`config.mk`:
```
export PLATFORM = sky130hd
export DESIGN_NAME = reg_file
export DESIGN_NICKNAME = d
export VERILOG_FILES = /design/src/design/isa_pkg.sv /design/src/design/reg_file.sv
export SDC_FILE = /design/constraint.sdc
export NUM_CORES = 1
export LEC_CHECK = 0
export BUFFER_PORTS_ARGS = -buffer_cell sky130_fd_sc_hd__buf_2
export CAP_MARGIN = 25
export CORE_MARGIN = 10
export CORE_UTILIZATION = 61
export CTS_BUF_LIST = sky130_fd_sc_hd__clkbuf_8
export CTS_CLUSTER_SIZE = 28
export DETAILED_ROUTE_END_ITERATION = 16
export GPL_ROUTABILITY_DRIVEN = 0
export GPL_TIMING_DRIVEN = 0
export PLACE_DENSITY = 0.82
export REMOVE_ABC_BUFFERS = 1
export SETUP_SLACK_MARGIN = 0.05
export SYNTH_ARGS = -nofsm -noshare
export SYNTH_HDL_FRONTEND = slang
export SYNTH_SLANG_ARGS = --single-unit
```
`constraint.sdc`:
```
create_clock -name clk -period 1.85 [get_ports clk]
set_input_delay 0.37 -clock clk [delete_from_list [all_inputs] [get_ports clk]]
set_output_delay 0.37 -clock clk [all_outputs]
set_load 0.05 [all_outputs]
```
`src/design/isa_pkg.sv`:
```
package isa_pkg;

   ////////////////////
   // widths and sizes
   ////////////////////

   // data and instruction width
   localparam int word_w = 16;
   // byte address, bit 0 ignored
   localparam int mem_addr_w = 10;
   // words per memory
   localparam int mem_words = 2 ** (mem_addr_w - 1);
   localparam int reg_cnt = 8;
   localparam int reg_addr_w = $clog2(reg_cnt);

   // instruction field widths
   localparam int opcode_w = 4;
   localparam int imm6_w = 6;
   localparam int imm9_w = 9;
   localparam int imm12_w = 12;

   ////////////////////
   // instruction set
   ////////////////////

   // opcode sits in instr[15:12]
   // rd [11:9], rs [8:6], rt [5:3]
   typedef enum logic [opcode_w-1:0] {
      op_nop  = 4'h0,
      op_add  = 4'h1,
      op_sub  = 4'h2,
      op_and  = 4'h3,
      op_xor  = 4'h4,
      op_addi = 4'h5,
      op_li   = 4'h6,
      op_ld   = 4'h7,
      op_st   = 4'h8,
      op_beqz = 4'h9,
      op_jmp  = 4'ha,
      op_halt = 4'hb
   } opcode_e;

   ////////////////////
   // shared structs
   ////////////////////

   // data memory access
   typedef struct packed {
      logic                  en;
      logic                  wr;
      logic [mem_addr_w-1:0] addr;
      logic [word_w-1:0]     wdata;
   } mem_req_t;

   // host port, sel 0 = instr mem, 1 = data mem
   typedef struct packed {
      logic                  sel;
      logic                  we;
      logic [mem_addr_w-1:0] addr;
      logic [word_w-1:0]     wdata;
   } host_req_t;

   // fetch to execute
   typedef struct packed {
      logic                  valid;
      logic [mem_addr_w-1:0] pc;
      logic [word_w-1:0]     instr;
   } fetch_t;

   // execute back to fetch
   typedef struct packed {
      logic                  taken;
      logic [mem_addr_w-1:0] target;
      logic                  halt;
   } redirect_t;

   // register write
   typedef struct packed {
      logic                  en;
      logic [reg_addr_w-1:0] rd;
      logic [word_w-1:0]     data;
   } wb_t;

endpackage

```
`src/design/reg_file.sv`:
```
module reg_file import isa_pkg::*; (
   input  logic                  clk,
   input  logic                  rst,
   // two read ports
   input  logic [reg_addr_w-1:0] rs_addr,
   input  logic [reg_addr_w-1:0] rt_addr,
   output logic [word_w-1:0]     rs_data,
   output logic [word_w-1:0]     rt_data,
   // one write port
   input  wb_t                   wb
);

   ////////////////////
   // registers
   ////////////////////

   // no storage behind r0
   logic [word_w-1:0] regs [1:reg_cnt-1];

   // writes to r0 are dropped
   always_ff @(posedge clk) begin
      if (rst) begin
         for (int i = 1; i < reg_cnt; i++) begin
            regs[i] <= '0;
         end
      end else if (wb.en && wb.rd != '0) begin
         regs[wb.rd] <= wb.data;
      end
   end

   // combinational reads with r0 forced to zero
   assign rs_data = (rs_addr == '0) ? '0 : regs[rs_addr];
   assign rt_data = (rt_addr == '0) ? '0 : regs[rt_addr];

   ////////////////////
   // checks
   ////////////////////

   // decoder must hand over a resolved destination
   a_wb_rd_known : assert property (@(posedge clk) disable iff (rst) wb.en |-> !$isunknown(wb.rd))
      else $error("register write with unknown rd");

endmodule

```
==> flow_summary.yaml <==
grt:
  grt_max_degree: 45
  grt_antenna_before_repair: 0
  grt_pass1_wl_mm: 28.3
  grt-ovfl-total: 0
  grt_usage: 0.256
  grt_pass1_vias: 5030
placed_design:
  placedInstanceArea_mm2: 0.00651
  post-place-cells: 623
  dp_hpwl_mm: 9.31
  port_buffers: 59
setup_path:
  max_stage_delay_ps: 460
  cpLargestDelayFamily: "flip-flops"
  worstPathArrival_ps: 1780
  cp_cell_sequence: "mux2_4, a221oi_4, a311oi_1, buf_4"
  cp-start-kind: "flop"
  critPathMaxFanout: 2
  critical_path_required_ps: 1480
  cp.buffers_inverters: 1
  critPathCaptureType: "output port"
  cp-startpoint: "regs[1][11]"
  worstSetupPathType: "flop to output port"
  cp_slowest_cell: "edfxtp_1"
sta:
  relSlewSlack: 0.581
  worst_slew_pin_slew_ps: 627
  setup_tns_ps: -5010
  holdWs_ps: 320
  setup_ws_ps: -298
  fin_crit_sh: 1.16
  period_needed_ps: 2150
  hold_violations: 0
  setup-violations-final: 32
  rsz0062_at_grt: "true"
  max_freq_mhz: 466
  slew_viol_final: 0
floorplan:
  core_area_mm2: 0.00991
  initial_core_util: 0.633
  ios: 60
  num_rows: 36
  fp.dieArea_mm2: 0.0147
  die_x_um: 121
  die_h_um: 121
synth:
  synthCells: 467
  synth_most_common_cell: "edfxtp_1"
  synth_top_area_frac: 0.537
  synthTopCellsByCount: "112 x edfxtp_1, 95 x and2_1, 48 x mux2i_1"
  synth_area_mm2: 0.00627
  synth.distinct_cells: 32
  synth-edff-count: 112
  yosysSeqAreaShare: 0.537
  synth.ff_latch_count: 112
  yosys_warnings: 0
  yosys-top-cells-area: "edfxtp_1 54%, and2_1 9.5%, mux2i_1 7.7%, a221oi_1 5.4%, mux2_2 4.0%"
  yosysTopAreaCell: "edfxtp_1"
  synth_ff_type: "edfxtp_1"
  syn_area_per_cell_um2: 13.4
  async_flop_share: 0
cells_and_area:
  layout.cells.non_filler: 709
  area_delta_synth_final_pct: 31.5
  final_area_mm2: 0.00824
  top_regs: "regs x112"
  drive_above_1_share: 0.475
  largest_reg_flops: 112
  fin_nets: 598
  regMostFlops: "regs"
route:
  post-route-drc-count: 0
  ant_nets: 0
  drt_iter0_markers: 611
  dr.pass1.iters: 5
  dr_total_vias: 4919
  wl_per_cell_um: 30.1
  vias_per_cell: 6.94
  drt_wl_total_mm: 21.3
outcome:
  outcome: "finished with violations"
  violations: "setup timing"
cts:
  cts.sinks: 112
  cts_max_level: 3
  cts_buffer_depth: 2
  root_buffer: "clkbuf_8"
  clkTransAtPathRegs_ps: 110
  cts_tree: "done"
  cts_made_buffers: 9
min_path:
  hp-start: "wb[7]"
  hp-class: "input port to flop"
power_and_ir_drop:
  peakVddDrop_mv: 0.503
  power_density_mw_per_mm2: 759
  p_leak_nw: 3.23
job:
  cap_violations: 0
[layout by cell type, fill, tap and decap left out, drive strengths merged]
| cell | count |
|---|---|
| edfxtp | 112 |
| and2 | 113 |
| a221oi | 46 |
| a31oi | 1 |
| or3b | 1 |
| nand2b | 4 |
| inv | 3 |
| nand2 | 2 |
| nand3b | 1 |
| diode | 1 |
| mux2i | 48 |
| buf | 125 |
| a311oi | 16 |
| bufinv | 2 |
| a21oi | 1 |
| nor3 | 1 |
| bufbuf | 5 |
| or2 | 7 |
| a211oi | 16 |
| nor2 | 6 |
| clkbuf | 10 |
| nor2b | 19 |
| mux2 | 32 |
| a22o | 1 |
| clkinvlp | 3 |
[where the power goes]
part / total [mW] / internal [mW] / switching (mW) / leakage (nW)
Sequential: 3.06 / 2.95 / 0.109 / 1.07
Clock: 1.62 / 0.763 / 0.859 / 0.103
Combinational: 1.57 / 0.651 / 0.923 / 2.05
[final timing paths]
path                 endpoint  slack (ps)  cells after the start
setup / recovery  rt_data[11]        -300                      4
hold / removal     regs[2][7]         320                      2
[repair_timing]
| action | in CTS | in global routing |
|---|---|---|
| setup endpoints to repair | 144 | 80 |
| pin swaps | 20 | 21 |
| gates resized for setup | 140 | 32 |
| hold buffers | 0 | 0 |
| buffers inserted | 43 | 21 |
| cloned | 5 | 1 |
[stage by stage]
| step | worst slack, ps | total power [mW] | util |
|---|---|---|---|
| 2_1_floorplan | -979 | 3.74 | - |
| 6_report | -298 | 6.26 | 0.832 |
| 3_3_place_gp | -2160 | 4.08 | 0.651 |
| 5_1_grt | -303 | 6.39 | 0.832 |
| 3_5_place_dp | -1520 | 4.13 | 0.657 |
| 4_1_cts | -170 | 6.01 | 0.795 |
[kinds of logic after synthesis]
kind of cell           Yosys count  share of synthesized area
and+or+nand+nor                154                      0.167
AOI/OAI and AO/OA               81                      0.116
DFF                            112                      0.537
buffers and inverters           40                     0.0447
muxes                           80                      0.135
[per-layer routing]
| layer | GRT usage | vias up | part of all wire |
|---|---|---|---|
| li1 | - | 2012 | - |
| met4 | 0.133 | 0 | 0.047 |
| met5 | 0 | - | 0 |
| met1 | 0.300 | 2421 | 0.35 |
| met2 | 0.419 | 403 | 0.49 |
| met3 | 0.0703 | 83 | 0.11 |
[area by class of cell]
class,instances,area [um2]
repair buffers,131,1350
fillers,462,1670
well taps,133,166
inverters,1,3.75
flip-flops and latches,112,3360
multi-input cells,315,3140
clock inverters,7,95.1
clock buffers,9,124
diodes,1,2.50
(Power assumes the default switching activity.)
