--- config.mk ---
export PLATFORM = sky130hd
export DESIGN_NAME = execute_unit
export DESIGN_NICKNAME = d
export VERILOG_FILES = /design/src/design/isa_pkg.sv /design/src/design/execute_unit.sv
export SDC_FILE = /design/constraint.sdc
export NUM_CORES = 1
export LEC_CHECK = 0
export BUFFER_PORTS_ARGS = -buffer_cell sky130_fd_sc_hd__buf_2
export CORE_UTILIZATION = 30
export DETAILED_ROUTE_END_ITERATION = 8
export SLEW_MARGIN = 30
export SYNTH_ARGS = -nofsm -noshare
export SYNTH_HDL_FRONTEND = slang
export SYNTH_SLANG_ARGS = --single-unit
--- constraint.sdc ---
create_clock -name vclk -period 19.1
set_clock_uncertainty 0.15 [all_clocks]
set_input_delay 5.73 -clock vclk [all_inputs]
set_output_delay 5.73 -clock vclk [all_outputs]
set_load 0.1 [all_outputs]
--- src/design/isa_pkg.sv ---
package isa_pkg;

   ////////////////////
   // widths and sizes
   ////////////////////

   // data and instruction width
   localparam int word_w = 16;
   // byte address, bit 0 ignored
   localparam int mem_addr_w = 10;
   // words per memory
   localparam int mem_words = 2 ** (mem_addr_w - 1);
   localparam int reg_cnt = 8;
   localparam int reg_addr_w = $clog2(reg_cnt);

   // instruction field widths
   localparam int opcode_w = 4;
   localparam int imm6_w = 6;
   localparam int imm9_w = 9;
   localparam int imm12_w = 12;

   ////////////////////
   // instruction set
   ////////////////////

   // opcode sits in instr[15:12]
   // rd [11:9], rs [8:6], rt [5:3]
   typedef enum logic [opcode_w-1:0] {
      op_nop  = 4'h0,
      op_add  = 4'h1,
      op_sub  = 4'h2,
      op_and  = 4'h3,
      op_xor  = 4'h4,
      op_addi = 4'h5,
      op_li   = 4'h6,
      op_ld   = 4'h7,
      op_st   = 4'h8,
      op_beqz = 4'h9,
      op_jmp  = 4'ha,
      op_halt = 4'hb
   } opcode_e;

   ////////////////////
   // shared structs
   ////////////////////

   // data memory access
   typedef struct packed {
      logic                  en;
      logic                  wr;
      logic [mem_addr_w-1:0] addr;
      logic [word_w-1:0]     wdata;
   } mem_req_t;

   // host port, sel 0 = instr mem, 1 = data mem
   typedef struct packed {
      logic                  sel;
      logic                  we;
      logic [mem_addr_w-1:0] addr;
      logic [word_w-1:0]     wdata;
   } host_req_t;

   // fetch to execute
   typedef struct packed {
      logic                  valid;
      logic [mem_addr_w-1:0] pc;
      logic [word_w-1:0]     instr;
   } fetch_t;

   // execute back to fetch
   typedef struct packed {
      logic                  taken;
      logic [mem_addr_w-1:0] target;
      logic                  halt;
   } redirect_t;

   // register write
   typedef struct packed {
      logic                  en;
      logic [reg_addr_w-1:0] rd;
      logic [word_w-1:0]     data;
   } wb_t;

endpackage

--- src/design/execute_unit.sv ---
module execute_unit import isa_pkg::*; (
   input  fetch_t                fetch,
   // register file read ports
   output logic [reg_addr_w-1:0] rs_addr,
   output logic [reg_addr_w-1:0] rt_addr,
   input  logic [word_w-1:0]     rs_data,
   input  logic [word_w-1:0]     rt_data,
   // data memory
   output mem_req_t              dmem_req,
   input  logic [word_w-1:0]     dmem_rdata,
   // writeback and redirect
   output wb_t                   wb,
   output redirect_t             redirect
);

   ////////////////////
   // decode
   ////////////////////

   opcode_e               op;
   logic [reg_addr_w-1:0] rd;
   logic [word_w-1:0]     imm6_sx;
   logic [word_w-1:0]     imm9_sx;
   logic [word_w-1:0]     imm12_sx;
   logic [word_w-1:0]     mem_addr_full;
   logic [mem_addr_w-1:0] pc_plus2;
   logic [mem_addr_w-1:0] br_target;
   logic [mem_addr_w-1:0] jmp_target;

   // values 12..15 fall to default below
   assign op = opcode_e'(fetch.instr[15:12]);
   assign rd = fetch.instr[11:9];

   // all immediates sign-extended to word
   assign imm6_sx  = {{(word_w-imm6_w){fetch.instr[imm6_w-1]}}, fetch.instr[imm6_w-1:0]};
   assign imm9_sx  = {{(word_w-imm9_w){fetch.instr[imm9_w-1]}}, fetch.instr[imm9_w-1:0]};
   assign imm12_sx = {{(word_w-imm12_w){fetch.instr[imm12_w-1]}}, fetch.instr[imm12_w-1:0]};

   // register operands, st reads its data from rd
   always_comb begin
      rs_addr = '0;
      rt_addr = '0;
      if (fetch.valid) begin
         rs_addr = fetch.instr[8:6];
         rt_addr = (op == op_st) ? rd : fetch.instr[5:3];
      end
   end

   ////////////////////
   // address paths
   ////////////////////

   // base plus offset
   assign mem_addr_full = rs_data + imm6_sx;

   // offsets count words from pc + 2
   assign pc_plus2   = fetch.pc + mem_addr_w'(2);
   assign br_target  = pc_plus2 + imm6_sx[mem_addr_w-2:0] * mem_addr_w'(2);
   assign jmp_target = pc_plus2 + imm12_sx[mem_addr_w-2:0] * mem_addr_w'(2);

   // memory request kept apart from the ld writeback path
   always_comb begin
      dmem_req = '0;
      if (fetch.valid && (op == op_ld || op == op_st)) begin
         dmem_req.en    = 1'b1;
         dmem_req.wr    = (op == op_st);
         dmem_req.addr  = mem_addr_full[mem_addr_w-1:0];
         dmem_req.wdata = rt_data;
      end
   end

   ////////////////////
   // alu and control
   ////////////////////

   always_comb begin
      wb       = '0;
      redirect = '0;
      wb.rd    = rd;
      if (fetch.valid) begin
         case (op)
            op_add: begin
               wb.en   = 1'b1;
               wb.data = rs_data + rt_data;
            end
            op_sub: begin
               wb.en   = 1'b1;
               wb.data = rs_data - rt_data;
            end
            op_and: begin
               wb.en   = 1'b1;
               wb.data = rs_data & rt_data;
            end
            op_xor: begin
               wb.en   = 1'b1;
               wb.data = rs_data ^ rt_data;
            end
            op_addi: begin
               wb.en   = 1'b1;
               wb.data = rs_data + imm6_sx;
            end
            op_li: begin
               wb.en   = 1'b1;
               wb.data = imm9_sx;
            end
            // load data returns same cycle
            op_ld: begin
               wb.en   = 1'b1;
               wb.data = dmem_rdata;
            end
            op_beqz: begin
               redirect.taken  = (rs_data == '0);
               redirect.target = br_target;
            end
            op_jmp: begin
               redirect.taken  = 1'b1;
               redirect.target = jmp_target;
            end
            op_halt: redirect.halt = 1'b1;
            // nop, st and unknown opcodes write no register
            default: ;
         endcase
      end
      if (!wb.en) begin
         wb.rd = '0;
      end
   end

endmodule

==> impl.org <==
** Timing
- The number of pins with negative max-slew slack in the final report came to 0.
- Final Hold Viols :: 0
- Setup violations remaining at the end of the flow were counted as 0.
- Timing would allow up to 65.0 MHz.
- Setup repair after global routing left no endpoint under its margin.
- At the pin with the least slew margin, the transition time is 905 ps.
- Worst max-slew margin expressed relative to the limit :: 0.392
- For the finished layout, the period the worst path requires is 15,370 ps.
- Dividing the final minimum period by the clock period gives 0.805.
- Summed over all failing endpoints, the final setup total negative slack is 0 ps.

** Cells and area
- Of the cells placed in the final design, the portion with a size suffix greater than 1 is 0.239.
- 0 antenna diodes ended up in the layout.
- In the final design database the tool counted between 800 and 900 nets.
- Synth-to-Final Area Change :: 23.1%
- Finished Cell Area :: roughly 4600 sq um
- Most frequent cells in the layout :: 141 x buf_2, 61 x nor2_1, 56 x ha_1
- Once layout is complete, the cells apart from fillers number 834.
- Count of clock buffers in the final design :: 0
- Leaving out fill and tap cells, the most frequent cell in the layout is buf_2.
- The design has 0 sequential cells.
- Area used by sequential logic in the layout :: 0 sq um

** Global routing
- Across every metal layer, demand over resource in global routing totals 0.219.
- The first global-routing pass estimated about 22,000 um of wire.
- Initial antenna violation count :: 0
- After global routing the overflow that remains totals 0.
- Vias in the first global route :: ~4,300
- Maximum number of pins on one net before global-route repair :: 19

** Floorplanning
- Die extent in y :: about 110 um
- The initial utilization of the core area, before any placement, comes to 0.308.
- Core Footprint :: 12,100 sq um
- The die covers roughly 13,000 sq um.
- Number of top-level design ports :: 141
- Measured along the x axis, the die boundary spans approximately 110 um.
- The floorplan has 40 rows.

** Synth
- Of the synthesized area, sequential elements account for 0.
- Unique cell type count in the Yosys netlist :: 69
- Summing every instance area after synthesis gives around 3700 sq um.
- Synthesis produced a netlist with a net count of ~680.
- Counting every instance in the synthesized netlist gives ~540.
- Mean instance size in the synthesized netlist :: 6.85 sq um
- Synth Warn # :: 0

** Clock network
- Gates resized during post-CTS repair numbered 0.
- Post-CTS Hold Fix Bufs :: 0
- Number of setup buffers added after CTS :: 0

** Route
- Met3 layer wire length in the routed design :: roughly 1500 um
- Number of routed nets with antenna violations :: 0
- Summed over all nets, wire length on met2 after detailed routing comes to 6430 um.
- After detailed routing, the average wire length per cell comes to 17.5 um.
- In the routed design, unresolved DRC markers number 0.
- In this run, the number of DRC markers left after iteration 0 of detailed routing was 378.
- Wires add up to 14,600 um.
- Via count :: approximately 4,700
- Dividing the detail-routed via count by the number of cells gives 5.64.
- Pre-antenna DRT Iters :: 6
- Max layer used :: met4
- In the final routing, the length of wire on met1 measures around 6400 um.

** Pwr
- Share of total power in combinational logic :: 1.000
- Net switching power of the design :: between 0.1 and 0.15 mW
- For this design the ratio of total power to cell area is about 34 nW/um^2.
- Power share of the clock group :: 0
- Of the total power, registers draw 0.
- Leakage power :: between 2 and 2.5 nW
- Of the total power, the share spent switching nets is 0.668.
- Worst-case vdd ir drop :: ~0.000017 V
- The internal power of the cells totals slightly above 0.05 mW.

** Run
- The tool flagged a number of max-cap violations equal to 0.

** Placed design
- Port buffering added roughly 140 buffers.
- At the end of routability-driven placement, the weighted congestion stood at 0.931.
- The number of placed instances, taps included, is between 800 and 900.
- After detailed placement, the total cell area comes to roughly 4600 sq um.
- Detailed placement ended at an HPWL of between 10,000 and 15,000 um.

** Worst setup path
- Setup crit end :: wb[8]
- STA classifies the critical path endpoint as an output port.
- Data on the critical path is required at its endpoint by around 13,000 ps.
- For the worst setup path, the data arrival time is between 9000 and 10,000 ps.
- Of all nets on the critical path, the largest fanout is 17.
- The critical path starts at fetch[13].
- The critical path is of the primary input to output port type.
- Type of origin of the critical path :: primary input

** Outcome
- Status :: finished, final reports clean

** Worst hold path
- The worst hold path belongs to the class primary input to output port.
[synthesized netlist by cell type, drive strengths merged, types with 2 or more instances]
library cell / n / area share
nor2: 61 / 0.062
ha: 56 / 0.19
a21oi: 48 / 0.065
o21ai: 36 / 0.048
xnor2: 30 / 0.071
and2: 25 / 0.042
nand2: 25 / 0.025
inv: 22 / 0.022
nor3: 21 / 0.030
a21o: 16 / 0.032
mux2i: 16 / 0.043
clkbuf: 15 / 0.015
xor2: 14 / 0.033
nor2b: 12 / 0.020
nand3: 11 / 0.015
a31oi: 10 / 0.017
nand2b: 10 / 0.017
a22oi: 9 / 0.018
and3: 8 / 0.013
buf: 8 / 0.013
a211oi: 7 / 0.015
o211ai: 7 / 0.014
nor4: 6 / 0.016
o21a: 6 / 0.012
or3: 6 / 0.010
a221oi: 5 / 0.012
nand4: 5 / 0.0084
and4: 3 / 0.0071
fa: 3 / 0.016
mux2: 3 / 0.0091
a211o: 2 / 0.0047
a21boi: 2 / 0.0040
a222oi: 2 / 0.0054
a311oi: 2 / 0.0047
nand3b: 2 / 0.0040
nor3b: 2 / 0.0040
o211a: 2 / 0.0054
o21bai: 2 / 0.0040
or4: 2 / 0.0040
[metrics by stage]
stage | power (mW) | hold WS [ps] | setup WS, ps | util
2_1_floorplan | 0.113 | 11710 | 3500 | -
3_3_place_gp | 0.150 | 11800 | 3980 | 0.379
3_5_place_dp | 0.152 | 11800 | 3860 | 0.379
4_1_cts | 0.153 | 11810 | 3850 | 0.379
5_1_grt | 0.167 | 11810 | 3570 | 0.380
6_report | 0.155 | 11810 | 3730 | 0.380
[area by class of cell]
type                       count  area, sq um
inverter                      23         86.3
fill                        1337         7480
timing repair buffer         146          743
multi-input combinational    497         3540
tap                          168          210
[power groups by stage]
stage / logic [mW] / clock network (mW) / registers (mW)
after global placement: 0.150 / 0 / 0
after CTS: 0.153 / 0 / 0
after global routing: 0.167 / 0 / 0
final: 0.155 / 0 / 0
after floorplan: 0.113 / 0 / 0
after detailed placement: 0.152 / 0 / 0
[worst max-delay path, cell delays in order]
cell	delay [ps]
buf_2	320
nand2b_1	200
nor3_1	180
buf_4	240
mux2_2	380
fa_1	440
nor2b_1	170
o2111ai_1	210
a21boi_0	430
nor3_1	110
or4_1	480
a31oi_1	130
buf_2	450
[kinds of logic (layout without fill, tap and decap cells)]
kind of cell / after synthesis / after routing / synth area share
fa+ha+maj: 59 / 59 / 0.205
mux: 19 / 19 / 0.0521
compound gates: 170 / 170 / 0.295
xor+xnor: 44 / 44 / 0.104
simple gates: 205 / 205 / 0.293
buf+inv: 46 / 169 / 0.0518
[how the worst min path moves through the flow]
stage           startpoint      endpoint  slack [ps]  cells after the start
4_1_cts          fetch[16]   redirect[1]       11810                      3
3_3_place_gp     fetch[16]   redirect[1]       11800                      3
3_5_place_dp     fetch[16]   redirect[1]       11800                      3
2_1_floorplan  rt_data[10]  dmem_req[10]       11710                      2
5_1_grt          fetch[16]   redirect[1]       11810                      3
6_report         fetch[16]   redirect[1]       11810                      3
[routing by layer]
| layer | global-route usage | vias to the layer above |
|---|---|---|
| met4 | 0.0333 | 0 |
| met1 | 0.299 | 2152 |
| met2 | 0.369 | 262 |
| met5 | 0 | - |
| met3 | 0.0321 | 28 |
| li1 | - | 2263 |
(Power assumes the default switching activity.)
