==> src/design/isa_pkg.sv <==
package isa_pkg;

   ////////////////////
   // widths and sizes
   ////////////////////

   // data and instruction width
   localparam int word_w = 16;
   // byte address, bit 0 ignored
   localparam int mem_addr_w = 10;
   // words per memory
   localparam int mem_words = 2 ** (mem_addr_w - 1);
   localparam int reg_cnt = 8;
   localparam int reg_addr_w = $clog2(reg_cnt);

   // instruction field widths
   localparam int opcode_w = 4;
   localparam int imm6_w = 6;
   localparam int imm9_w = 9;
   localparam int imm12_w = 12;

   ////////////////////
   // instruction set
   ////////////////////

   // opcode sits in instr[15:12]
   // rd [11:9], rs [8:6], rt [5:3]
   typedef enum logic [opcode_w-1:0] {
      op_nop  = 4'h0,
      op_add  = 4'h1,
      op_sub  = 4'h2,
      op_and  = 4'h3,
      op_xor  = 4'h4,
      op_addi = 4'h5,
      op_li   = 4'h6,
      op_ld   = 4'h7,
      op_st   = 4'h8,
      op_beqz = 4'h9,
      op_jmp  = 4'ha,
      op_halt = 4'hb
   } opcode_e;

   ////////////////////
   // shared structs
   ////////////////////

   // data memory access
   typedef struct packed {
      logic                  en;
      logic                  wr;
      logic [mem_addr_w-1:0] addr;
      logic [word_w-1:0]     wdata;
   } mem_req_t;

   // host port, sel 0 = instr mem, 1 = data mem
   typedef struct packed {
      logic                  sel;
      logic                  we;
      logic [mem_addr_w-1:0] addr;
      logic [word_w-1:0]     wdata;
   } host_req_t;

   // fetch to execute
   typedef struct packed {
      logic                  valid;
      logic [mem_addr_w-1:0] pc;
      logic [word_w-1:0]     instr;
   } fetch_t;

   // execute back to fetch
   typedef struct packed {
      logic                  taken;
      logic [mem_addr_w-1:0] target;
      logic                  halt;
   } redirect_t;

   // register write
   typedef struct packed {
      logic                  en;
      logic [reg_addr_w-1:0] rd;
      logic [word_w-1:0]     data;
   } wb_t;

endpackage

==> src/design/fetch_unit.sv <==
module fetch_unit import isa_pkg::*; (
   input  logic                  clk,
   input  logic                  rst,
   input  logic                  run,
   input  redirect_t             redirect,
   output logic [mem_addr_w-1:0] imem_addr,
   input  logic [word_w-1:0]     imem_rdata,
   output fetch_t                fetch,
   output logic                  halted
);

   ////////////////////
   // pc and halt latch
   ////////////////////

   logic [mem_addr_w-1:0] pc;
   logic [mem_addr_w-1:0] pc_next;
   // core steps only while running and not halted
   logic                  active;

   assign active = run & ~halted;

   // sequential or redirected
   assign pc_next = redirect.taken ? redirect.target : pc + mem_addr_w'(2);

   always_ff @(posedge clk) begin
      if (rst) begin
         pc     <= '0;
         halted <= 1'b0;
      end else if (active) begin
         if (redirect.halt) begin
            // pc stays on the halt word
            halted <= 1'b1;
         end else begin
            pc <= pc_next;
         end
      end
   end

   ////////////////////
   // fetch packet
   ////////////////////

   assign imem_addr = pc;

   // valid low freezes execute outputs
   assign fetch.valid = active;
   assign fetch.pc    = pc;
   assign fetch.instr = imem_rdata;

   ////////////////////
   // checks
   ////////////////////

   // targets from execute keep word alignment
   a_pc_aligned : assert property (@(posedge clk) disable iff (rst) pc[0] == 1'b0)
      else $error("pc lost word alignment");

endmodule

==> config.mk <==
export PLATFORM = sky130hd
export DESIGN_NAME = fetch_unit
export DESIGN_NICKNAME = d
export VERILOG_FILES = /design/src/design/isa_pkg.sv /design/src/design/fetch_unit.sv
export SDC_FILE = /design/constraint.sdc
export NUM_CORES = 1
export LEC_CHECK = 0
export ABC_CLOCK_PERIOD_IN_PS = 1900
export BUFFER_PORTS_ARGS = -buffer_cell sky130_fd_sc_hd__buf_2
export CAP_MARGIN = 10
export CORE_MARGIN = 2
export CORE_UTILIZATION = 39
export CTS_BUF_LIST = sky130_fd_sc_hd__clkbuf_8
export DETAILED_ROUTE_END_ITERATION = 10
export PLACE_DENSITY_LB_ADDON = 0.05
export SYNTH_ARGS = -nofsm -noshare
export SYNTH_HDL_FRONTEND = slang
export SYNTH_SLANG_ARGS = --single-unit
==> constraint.sdc <==
create_clock -name clk -period 1.9 [get_ports clk]
set_clock_uncertainty 0.15 [all_clocks]
set_input_delay 0.38 -clock clk [delete_from_list [all_inputs] [get_ports clk]]
set_output_delay 0.38 -clock clk [all_outputs]
set_load 0.05 [all_outputs]
==> results.cfg, run 1 <==
[synthesis]
async_flop_share_pct = 0
synth_most_common_cell = buf_4
post_synth_num_cell_types = 25
synthMuxAreaShare_pct = 3.692
ys.flop_type = dfxtp_1
ys_seq_area_share_pct = 27.08
avgSynthCellArea_um2 = 7.601
ys_ff_latch = 11
synth_nets = 139
synth_compound_area_share_pct = 19.85
yosysTopAreaCellShare_pct = 27.08
syn_area_um2 = 813.3
synth_commonest_cells = buf_4, dfxtp_1, nand2_1, o21ai_0
synth.largest_area_cell = dfxtp_1
yosys_warnings = 0
synth_area_leaders = dfxtp_1, buf_4, o21ai_0, nand2_1, a21oi_1
synth_xor_area_share_pct = 0
yosys.area_share.adder_pct = 1.538
synth-simple-area-share_pct = 19.38
synth_edf_count = 0
synth_top_family_by_area = buffers and inverters
postSynthCellCount = 107

[finish]
n_antenna_cell = 0
drive_above_1_share_pct = 36.44
area_growth_pct = 7.077
final_core_util_pct = 44.39
layout.nets = 151

[critical_path]
cp-endpoint = imem_addr[8]$_SDFFE_PP0P_
crit_buf_inv = 0
cp_num_cells = 4
setup.worst_path.start_class = flop
reg2reg_from = halted$_SDFFE_PP0P_
slowest_delay_ns = 0.52
critical_path_class = flop to flop
crit_slowest_cell = or3b_1
startpoint = halted$_SDFFE_PP0P_
ff2ff_path_depth = 4
worstReg2RegEnd = imem_addr[8]$_SDFFE_PP0P_
worstPathRequired_ns = 1.87
end_kind = flop
reg2reg_slack_ns = 0.28
critical_path.cell_chain = or3b_1, or3_1, o21ai_0, a211oi_1
cp_max_fo = 8
critPathArrivalTime_ns = 1.58
critPathTopFamily = simple AND/OR/NAND/NOR gates

[placement]
routabilityCongestion = 0.7716
post-dp-hpwl_um = 1276
port_buffers = 36

[clock_tree]
hold_buffers = 0
postCtsSetupRepairBufs = 0
clockBufferDepth = 2
cts_root_buf = clkbuf_8
insertion_delay_ns = 0.24
ctsHtreeMaxLevel = 1
ctsResizeCount = 0
clkSlewWorstSetupHoldPaths_ns = 0.06
clock_sinks = 11
cts_tree = built
cts_buffers = 3

[timing]
min_period_ns = 1.616
worstMarginPinSlew_ns = 0.3158
tns_ns = 0
hold_violations = 0
setup_viol = 0
slew_headroom_pct = 78.94
period_share_pct = 85.05
maxSlewViolCount = 0
max_freq_mhz = 618.8
rsz0062_at_grt = no

[power_and_ir_drop]
p_seq_share_pct = 38.2
switching_share_pct = 35.03
p_sw_uw = 233.5
p_comb_share_pct = 26.3
clkPwrFrac_pct = 35.5
leakage_uw = 0.0003927
total_power_uw = 666.7
vdd_drop_max_mv = 0.2956
powerDensity_nw_per_um2 = 765.6
p_int_uw = 433.2

[drt]
vias = 748
viasPerCell = 5.159
ant_nets = 0
remaining_drc_errors = 0
dr.pass1.iters = 5
wl_per_cell_um = 12.68
drtIter0Drc = 11
wl_um = 1838

[global_route]
grt-ovfl-total = 0
grt_usage_pct = 15.12
grt_max_degree = 20
grt_pass1_wl_um = 2953
grt_pass1_vias = 632
grt_antenna_before_repair = 0

[floorplanning]
io_pins = 69
num_rows = 16
initial_utilization_pct = 41.45
dieArea_um2 = 2467
die_x_um = 49.67
die-height_um = 49.67
core_um2 = 1962

[job]
maxCapViolations = 0

[run_status]
status = finished, final reports clean

[hold_path]
hold_class = primary input to flop
## kinds of logic (layout without fill, tap and decap cells)
logic type / count (synthesis) / after routing
buffers and inverters: 34 / 45
adder cells (fa/ha/maj): 1 / 1
AO/OA/AOI/OAI: 27 / 27
flip-flops: 11 / 11
AND/OR/NAND/NOR: 31 / 31
multiplexers: 3 / 3
## area by class of cell
| class | instances | area, um2 |
|---|---|---|
| clock buffer | 3 | 41.29 |
| timing repair buffer | 39 | 202.7 |
| fill | 225 | 1091 |
| inverter | 2 | 7.507 |
| sequential | 11 | 220.2 |
| multi-input combinational | 62 | 361.6 |
| clock inverter | 1 | 3.754 |
| tap | 27 | 33.78 |
## power by group through the flow
stage	clock, uW	combinational (uW)	sequential [uW]
2_1_floorplan	0	191	299
3_3_place_gp	0	175	259
3_5_place_dp	0	176	259
4_1_cts	244	176	254
5_1_grt	257	188	257
6_report	237	175	254
## tightest hold or removal path, stage by stage
cell,delay [ns]
buf_2,0.10
a21oi_1,0.06
nor2_1,0.07
## metrics by stage
step                hold WS (ns)  setup WS (ns)  std cells  area [um2]
floorplan                 0.3028       0.003819        107       813.3
detailed placement        0.3377         0.1460        141       825.8
CTS                       0.2486         0.2743        145       870.8
finish                    0.2488         0.2840        145       870.8
global route              0.2695         0.1708        145       870.8
global placement          0.3349         0.1670        141       825.8
## placed cells by master (no fill, tap or decap)
master	netlist	layout
buf_2	1	36
a211oi_1	4	4
nand4_1	1	1
ha_1	1	1
o31ai_1	2	2
nor3_1	2	2
mux2i_1	3	3
nor2_1	5	5
or3_1	4	4
clkbuf_8	0	3
or3b_1	1	1
a22oi_1	1	1
nor3b_2	1	1
a21oi_1	6	6
nand3_1	6	6
buf_4	27	3
nand2_1	9	9
inv_1	2	3
dfxtp_1	11	11
o21ai_0	9	9
nor2b_1	2	2
a22o_1	1	1
a31oi_1	4	4
## worst min-delay path by stage
stage                                   start                   endpoint  slack, ns  depth (start not counted)
floorplan                                 rst  imem_addr[2]$_SDFFE_PP0P_       0.30                          1
global placement    imem_addr[0]$_SDFFE_PP0P_  imem_addr[0]$_SDFFE_PP0P_       0.33                          2
detailed placement  imem_addr[0]$_SDFFE_PP0P_  imem_addr[0]$_SDFFE_PP0P_       0.34                          2
CTS                                       run        halted$_SDFFE_PP0P_       0.25                          3
global route                              run        halted$_SDFFE_PP0P_       0.27                          3
finish                                    run        halted$_SDFFE_PP0P_       0.25                          3
## registers in the layout, summed over array words and instances (netlist names)
register / cells
imem_addr: 10
halted: 1
## metal layers
metal,part of all wire (%),track usage (%),vias to the layer above
met5,0,0,-
met4,0.76,4.630,0
met3,8.7,3.636,6
met2,43,22.67,38
met1,47,21.27,332
li1,-,-,372
Power figures use the tool's default switching activity.
==> run 2, diff against run 1 <==
--- a/config.mk
+++ b/config.mk
@@ -14,2 +14,3 @@
 export DETAILED_ROUTE_END_ITERATION = 10
+export MAX_ROUTING_LAYER = met4
 export PLACE_DENSITY_LB_ADDON = 0.05
==> constraint.sdc (replaced) <==
create_clock -name clk -period 1.9 [get_ports clk]
set_clock_uncertainty 0.15 [all_clocks]
set_input_delay 0.19 -clock clk [delete_from_list [all_inputs] [get_ports clk]]
set_output_delay 0.19 -clock clk [all_outputs]
set_load 0.05 [all_outputs]
==> run 2 against run 1 <==
Combinational power shrank 4%; critical path type unchanged; power shrank 1.4%; maximum frequency shrank 1.5%; via count shrank 3.7%; sequential share of layout area grew 0.44 points; final area shrank 1.7%; largest power group unchanged; clock-buffer cell count is the same; worst setup slack lost 0.025 ns.
==> results.cfg, run 2 (same netlist as run 1, synthesis figures left out) <==
[run_status]
status = finished, final reports clean

[timing]
worstMarginPinSlew_ns = 0.3183
hold-worst-slack_ns = 0.06791
maxSlewViolCount = 0
hold_violations = 0
max_freq_mhz = 609.5
min_period_ns = 1.641
setup_viol = 0
tns_ns = 0
slew_headroom_pct = 78.78
period_share_pct = 86.36
rsz0062_at_grt = no

[finish]
area_growth_pct = 5.231
n_fill_cell = 238
drive_above_1_share_pct = 35.34
final_core_util_pct = 43.62
mostFrequentLayoutCell = buf_2
layout.nets = 149
final_cell_mix = buf_2, dfxtp_1, nand2_1, o21ai_0
n_antenna_cell = 0
largest_reg_flops = 10

[floorplanning]
core_um2 = 1962
io_pins = 69
dieArea_um2 = 2467
die_x_um = 49.67
initial_utilization_pct = 41.45
num_rows = 16
die-height_um = 49.67

[critical_path]
reg2reg_from = imem_addr[1]$_SDFFE_PP0P_
critical_path_class = flop to flop
critical_path.cell_chain = ha_1, nand3_1, nor3_1, mux2i_1, a31oi_1
crit_buf_inv = 0
cp_num_cells = 5
ff2ff_path_depth = 5
critPathTopFamily = flip-flops
critPathArrivalTime_ns = 1.61
startpoint = imem_addr[1]$_SDFFE_PP0P_
worstPathRequired_ns = 1.87
end_kind = flop
slowest_delay_ns = 0.45
worstReg2RegEnd = imem_addr[9]$_SDFFE_PP0P_
reg2reg_slack_ns = 0.26
cp_max_fo = 8
cp-endpoint = imem_addr[9]$_SDFFE_PP0P_
crit_slowest_cell = dfxtp_1
setup.worst_path.start_class = flop

[clock_tree]
ctsResizeCount = 0
clkSlewWorstSetupHoldPaths_ns = 0.05
cts_root_buf = clkbuf_8
postCtsSetupRepairBufs = 0
clockBufferDepth = 2
ctsHtreeMaxLevel = 1
clock_sinks = 11
hold_buffers = 0
cts_buffers = 3
cts_tree = built
insertion_delay_ns = 0.24

[drt]
wl_um = 1760
drtIter0Drc = 6
viasPerCell = 5.035
ant_nets = 0
remaining_drc_errors = 0
dr.pass1.iters = 4
wl_per_cell_um = 12.31
vias = 720

[placement]
port_buffers = 36
post-dp-hpwl_um = 1228
routabilityCongestion = 0.7868

[global_route]
grt_usage_pct = 14.84
grt_pass1_vias = 583
grt_max_degree = 20
grt-ovfl-total = 0
grt_antenna_before_repair = 0
grt_pass1_wl_um = 2746

[power_and_ir_drop]
total_power_uw = 657.7
leakage_uw = 0.0003821
powerDensity_nw_per_um2 = 768.5
vdd_drop_max_mv = 0.4473

[hold_path]
hold_class = primary input to flop

[job]
maxCapViolations = 0
run 2: cell types whose count changed in the layout (fill, tap and decap cells not counted):
cell   delta
buf_4     -2
run 2: how the worst min path moves through the flow:
stage | from | slack, ns | end | cells after the start
CTS | redirect[1] | 0.06 | imem_addr[0]$_SDFFE_PP0P_ | 3
detailed placement | imem_rdata[11] | 0.23 | fetch[11] | 0
finish | redirect[1] | 0.07 | imem_addr[0]$_SDFFE_PP0P_ | 3
floorplan | rst | 0.11 | imem_addr[2]$_SDFFE_PP0P_ | 1
global route | redirect[1] | 0.11 | imem_addr[0]$_SDFFE_PP0P_ | 3
global placement | imem_rdata[11] | 0.23 | fetch[11] | 0
run 2: power by group:
part	internal [uW]	switching, uW	leakage, uW	total [uW]
logic	45.2	122	0.000265	168
registers	242	15.4	0.0000898	258
clock network	142	90.3	0.0000269	232
total	430	228	0.000382	658
run 2: cell type report:
cell class	count	area [um2]	area share, %
repair buffers	37	187.7	21.93
clock buffers	3	41.29	4.825
inverters	2	7.507	0.8772
well taps	27	33.78	3.947
flip-flops and latches	11	220.2	25.73
multi-input cells	62	361.6	42.25
clock inverters	1	3.754	0.4386
run 2: metrics by stage:
step                      area [um2]  std cells  setup slack [ns]
after floorplan                813.3        107          0.003819
after global placement         810.8        139            0.2792
after detailed placement       810.8        139            0.2570
after CTS                      855.8        143            0.2397
after global routing           855.8        143            0.1072
final                          855.8        143            0.2592
run 2: layer usage:
layer	share of wire [%]	track usage, %	up-vias
met2	43	20.89	36
met5	0	-	-
met4	0.80	4.630	0
met1	46	18.91	314
met3	9.5	6.667	6
li1	-	-	364
run 2: worst register-to-register path, cell delays in order, from the launching register on:
cell,delay (ns)
dfxtp_1,0.45
ha_1,0.25
nand3_1,0.14
nor3_1,0.23
mux2i_1,0.21
a31oi_1,0.09
==> run 3, diff against run 2 <==
Settings changed: ABC_AREA set to 1, CORE_UTILIZATION 39 to 41.
==> run 3 against run 2 <==
Highest routed layer unchanged; flip-flop and latch count unchanged; non-clock buffer count down 1; area after synthesis rose by 9.7%; critical path type unchanged; die area up 4.0%; hold slack got worse by 0.0096 ns; wire length rose by 10%; clock-buffer cell count is the same; utilization grew 2.3 points; register-to-register slack better by 0.24 ns.
==> results.cfg, run 3 <==
[run_status]
status = finished, final reports clean

[timing]
setup_viol = 0
min_period_ns = 1.401
worstMarginPinSlew_ns = 0.3571
slew_headroom_pct = 76.17
rsz0062_at_grt = no
tns_ns = 0
period_share_pct = 73.74
max_freq_mhz = 713.8
maxSlewViolCount = 0
hold-worst-slack_ns = 0.05830
hold_violations = 0

[drt]
wl_per_cell_um = 10.94
dr.pass1.iters = 4
ant_nets = 0
vias = 830
viasPerCell = 4.689
remaining_drc_errors = 0
drtIter0Drc = 12
wl_um = 1937

[floorplanning]
initial_utilization_pct = 44.56
io_pins = 69
die-height_um = 50.65
dieArea_um2 = 2565
die_x_um = 50.65
core_um2 = 2002
num_rows = 16

[finish]
area_growth_pct = 3.086
layout.nets = 183
mostFrequentLayoutCell = buf_2
final_cell_mix = buf_2, nand2_1, nor2_1
drive_above_1_share_pct = 30.67
largest_reg_flops = 10
n_antenna_cell = 0

[power_and_ir_drop]
leakage_uw = 0.0004530
vdd_drop_max_mv = 0.3440
powerDensity_nw_per_um2 = 731.0
total_power_uw = 672.3

[synthesis]
avgSynthCellArea_um2 = 6.372
post_synth_num_cell_types = 18
ys.flop_type = dfxtp_1
synth_nets = 172
postSynthCellCount = 140
async_flop_share_pct = 0
ys_seq_area_share_pct = 24.68
synth_commonest_cells = nand2_1, buf_4, nor2_1
ys_ff_latch = 11
synth_area_leaders = dfxtp_1, buf_4, nand2_1, nor2_1, nand3_1
synth.largest_area_cell = dfxtp_1
yosysTopAreaCellShare_pct = 24.68
syn_area_um2 = 892.1
yosys_warnings = 0
synth_edf_count = 0
synth_most_common_cell = nand2_1

[placement]
post-dp-hpwl_um = 1442
routabilityCongestion = 0.7753
port_buffers = 36

[global_route]
grt_antenna_before_repair = 0
grt_max_degree = 14
grt_pass1_wl_um = 3015
grt_usage_pct = 15.68
grt_pass1_vias = 685
grt-ovfl-total = 0

[critical_path]
worstPathRequired_ns = 1.88
reg2reg_from = imem_addr[1]$_SDFFE_PP0P_
reg2reg_slack_ns = 0.50
critical_path_class = flop to flop
critPathArrivalTime_ns = 1.38
end_kind = flop
ff2ff_path_depth = 6
setup.worst_path.start_class = flop
cp_max_fo = 6
worstReg2RegEnd = imem_addr[7]$_SDFFE_PP0P_
startpoint = imem_addr[1]$_SDFFE_PP0P_

[clock_tree]
clockBufferDepth = 2
cts_buffers = 3
hold_buffers = 0
insertion_delay_ns = 0.24
clkSlewWorstSetupHoldPaths_ns = 0.05
cts_root_buf = clkbuf_8
clock_sinks = 11
postCtsSetupRepairBufs = 0
ctsHtreeMaxLevel = 1
ctsResizeCount = 0
cts_tree = built

[hold_path]
hold_class = primary input to flop
min_to = imem_addr[0]$_SDFFE_PP0P_
worstHoldPathCells = 3
holdCritStartpoint = redirect[1]

[job]
maxCapViolations = 0
run 3: area by class of cell:
cell class | count | area [um2]
Tap cell | 27 | 33.78
Sequential cell | 11 | 220.2
Clock buffer | 3 | 41.29
Clock inverter | 1 | 3.754
Inverter | 13 | 48.80
Fill cell | 227 | 1082
Timing Repair Buffer | 36 | 180.2
Multi-Input combinational cell | 86 | 391.6
run 3: stage by stage:
| step | std cells | instance area, um2 | utilization, % | worst slack, ns |
|---|---|---|---|---|
| after floorplan | 140 | 892.1 | - | 0.1762 |
| after global placement | 173 | 874.6 | 43.69 | 0.5470 |
| after detailed placement | 173 | 874.6 | 43.69 | 0.4940 |
| after CTS | 177 | 919.6 | 45.94 | 0.4879 |
| after global routing | 177 | 919.6 | 45.94 | 0.3203 |
| final | 177 | 919.6 | 45.94 | 0.4990 |
run 3: worst max path at each step:
stage,end,slack (ns),cells after the start
floorplan,imem_addr[9]$_SDFFE_PP0P_,0.18,8
global placement,imem_addr[9]$_SDFFE_PP0P_,0.55,8
detailed placement,imem_addr[9]$_SDFFE_PP0P_,0.49,8
CTS,imem_addr[9]$_SDFFE_PP0P_,0.49,8
global route,imem_addr[9]$_SDFFE_PP0P_,0.32,8
finish,imem_addr[7]$_SDFFE_PP0P_,0.50,6
run 3: logic make-up (layout without fill, tap and decap cells):
kind of cell | after synthesis | after routing | share of synthesized area [%]
and+or+nand+nor | 67 | 67 | 30.72
buffers and inverters | 43 | 53 | 31.42
adders and majority gates | 1 | 1 | 1.402
DFF | 11 | 11 | 24.68
AOI/OAI and AO/OA | 18 | 18 | 11.78
run 3: power breakdown:
part           leakage (uW)  internal, uW  total (uW)  switching [uW]
Combinational      0.000336          46.0         180             134
Clock             0.0000269           142         235            92.3
Sequential        0.0000899           243         258            15.1
Total              0.000453           431         672             241
run 3: worst max-delay path, cell delays in order (launching register included):
cell	delay, ns
dfxtp_1	0.40
ha_1	0.21
nand3_1	0.12
o21ai_0	0.18
nand3_1	0.09
nand2_1	0.09
a21oi_2	0.05
run 3: metal layers:
layer	vias up	wire length, um	GRT usage [%]
met2	33	801	22.81
met1	350	908	20.18
met4	0	58	9.009
met5	-	0	-
li1	431	-	-
met3	16	169	2.976
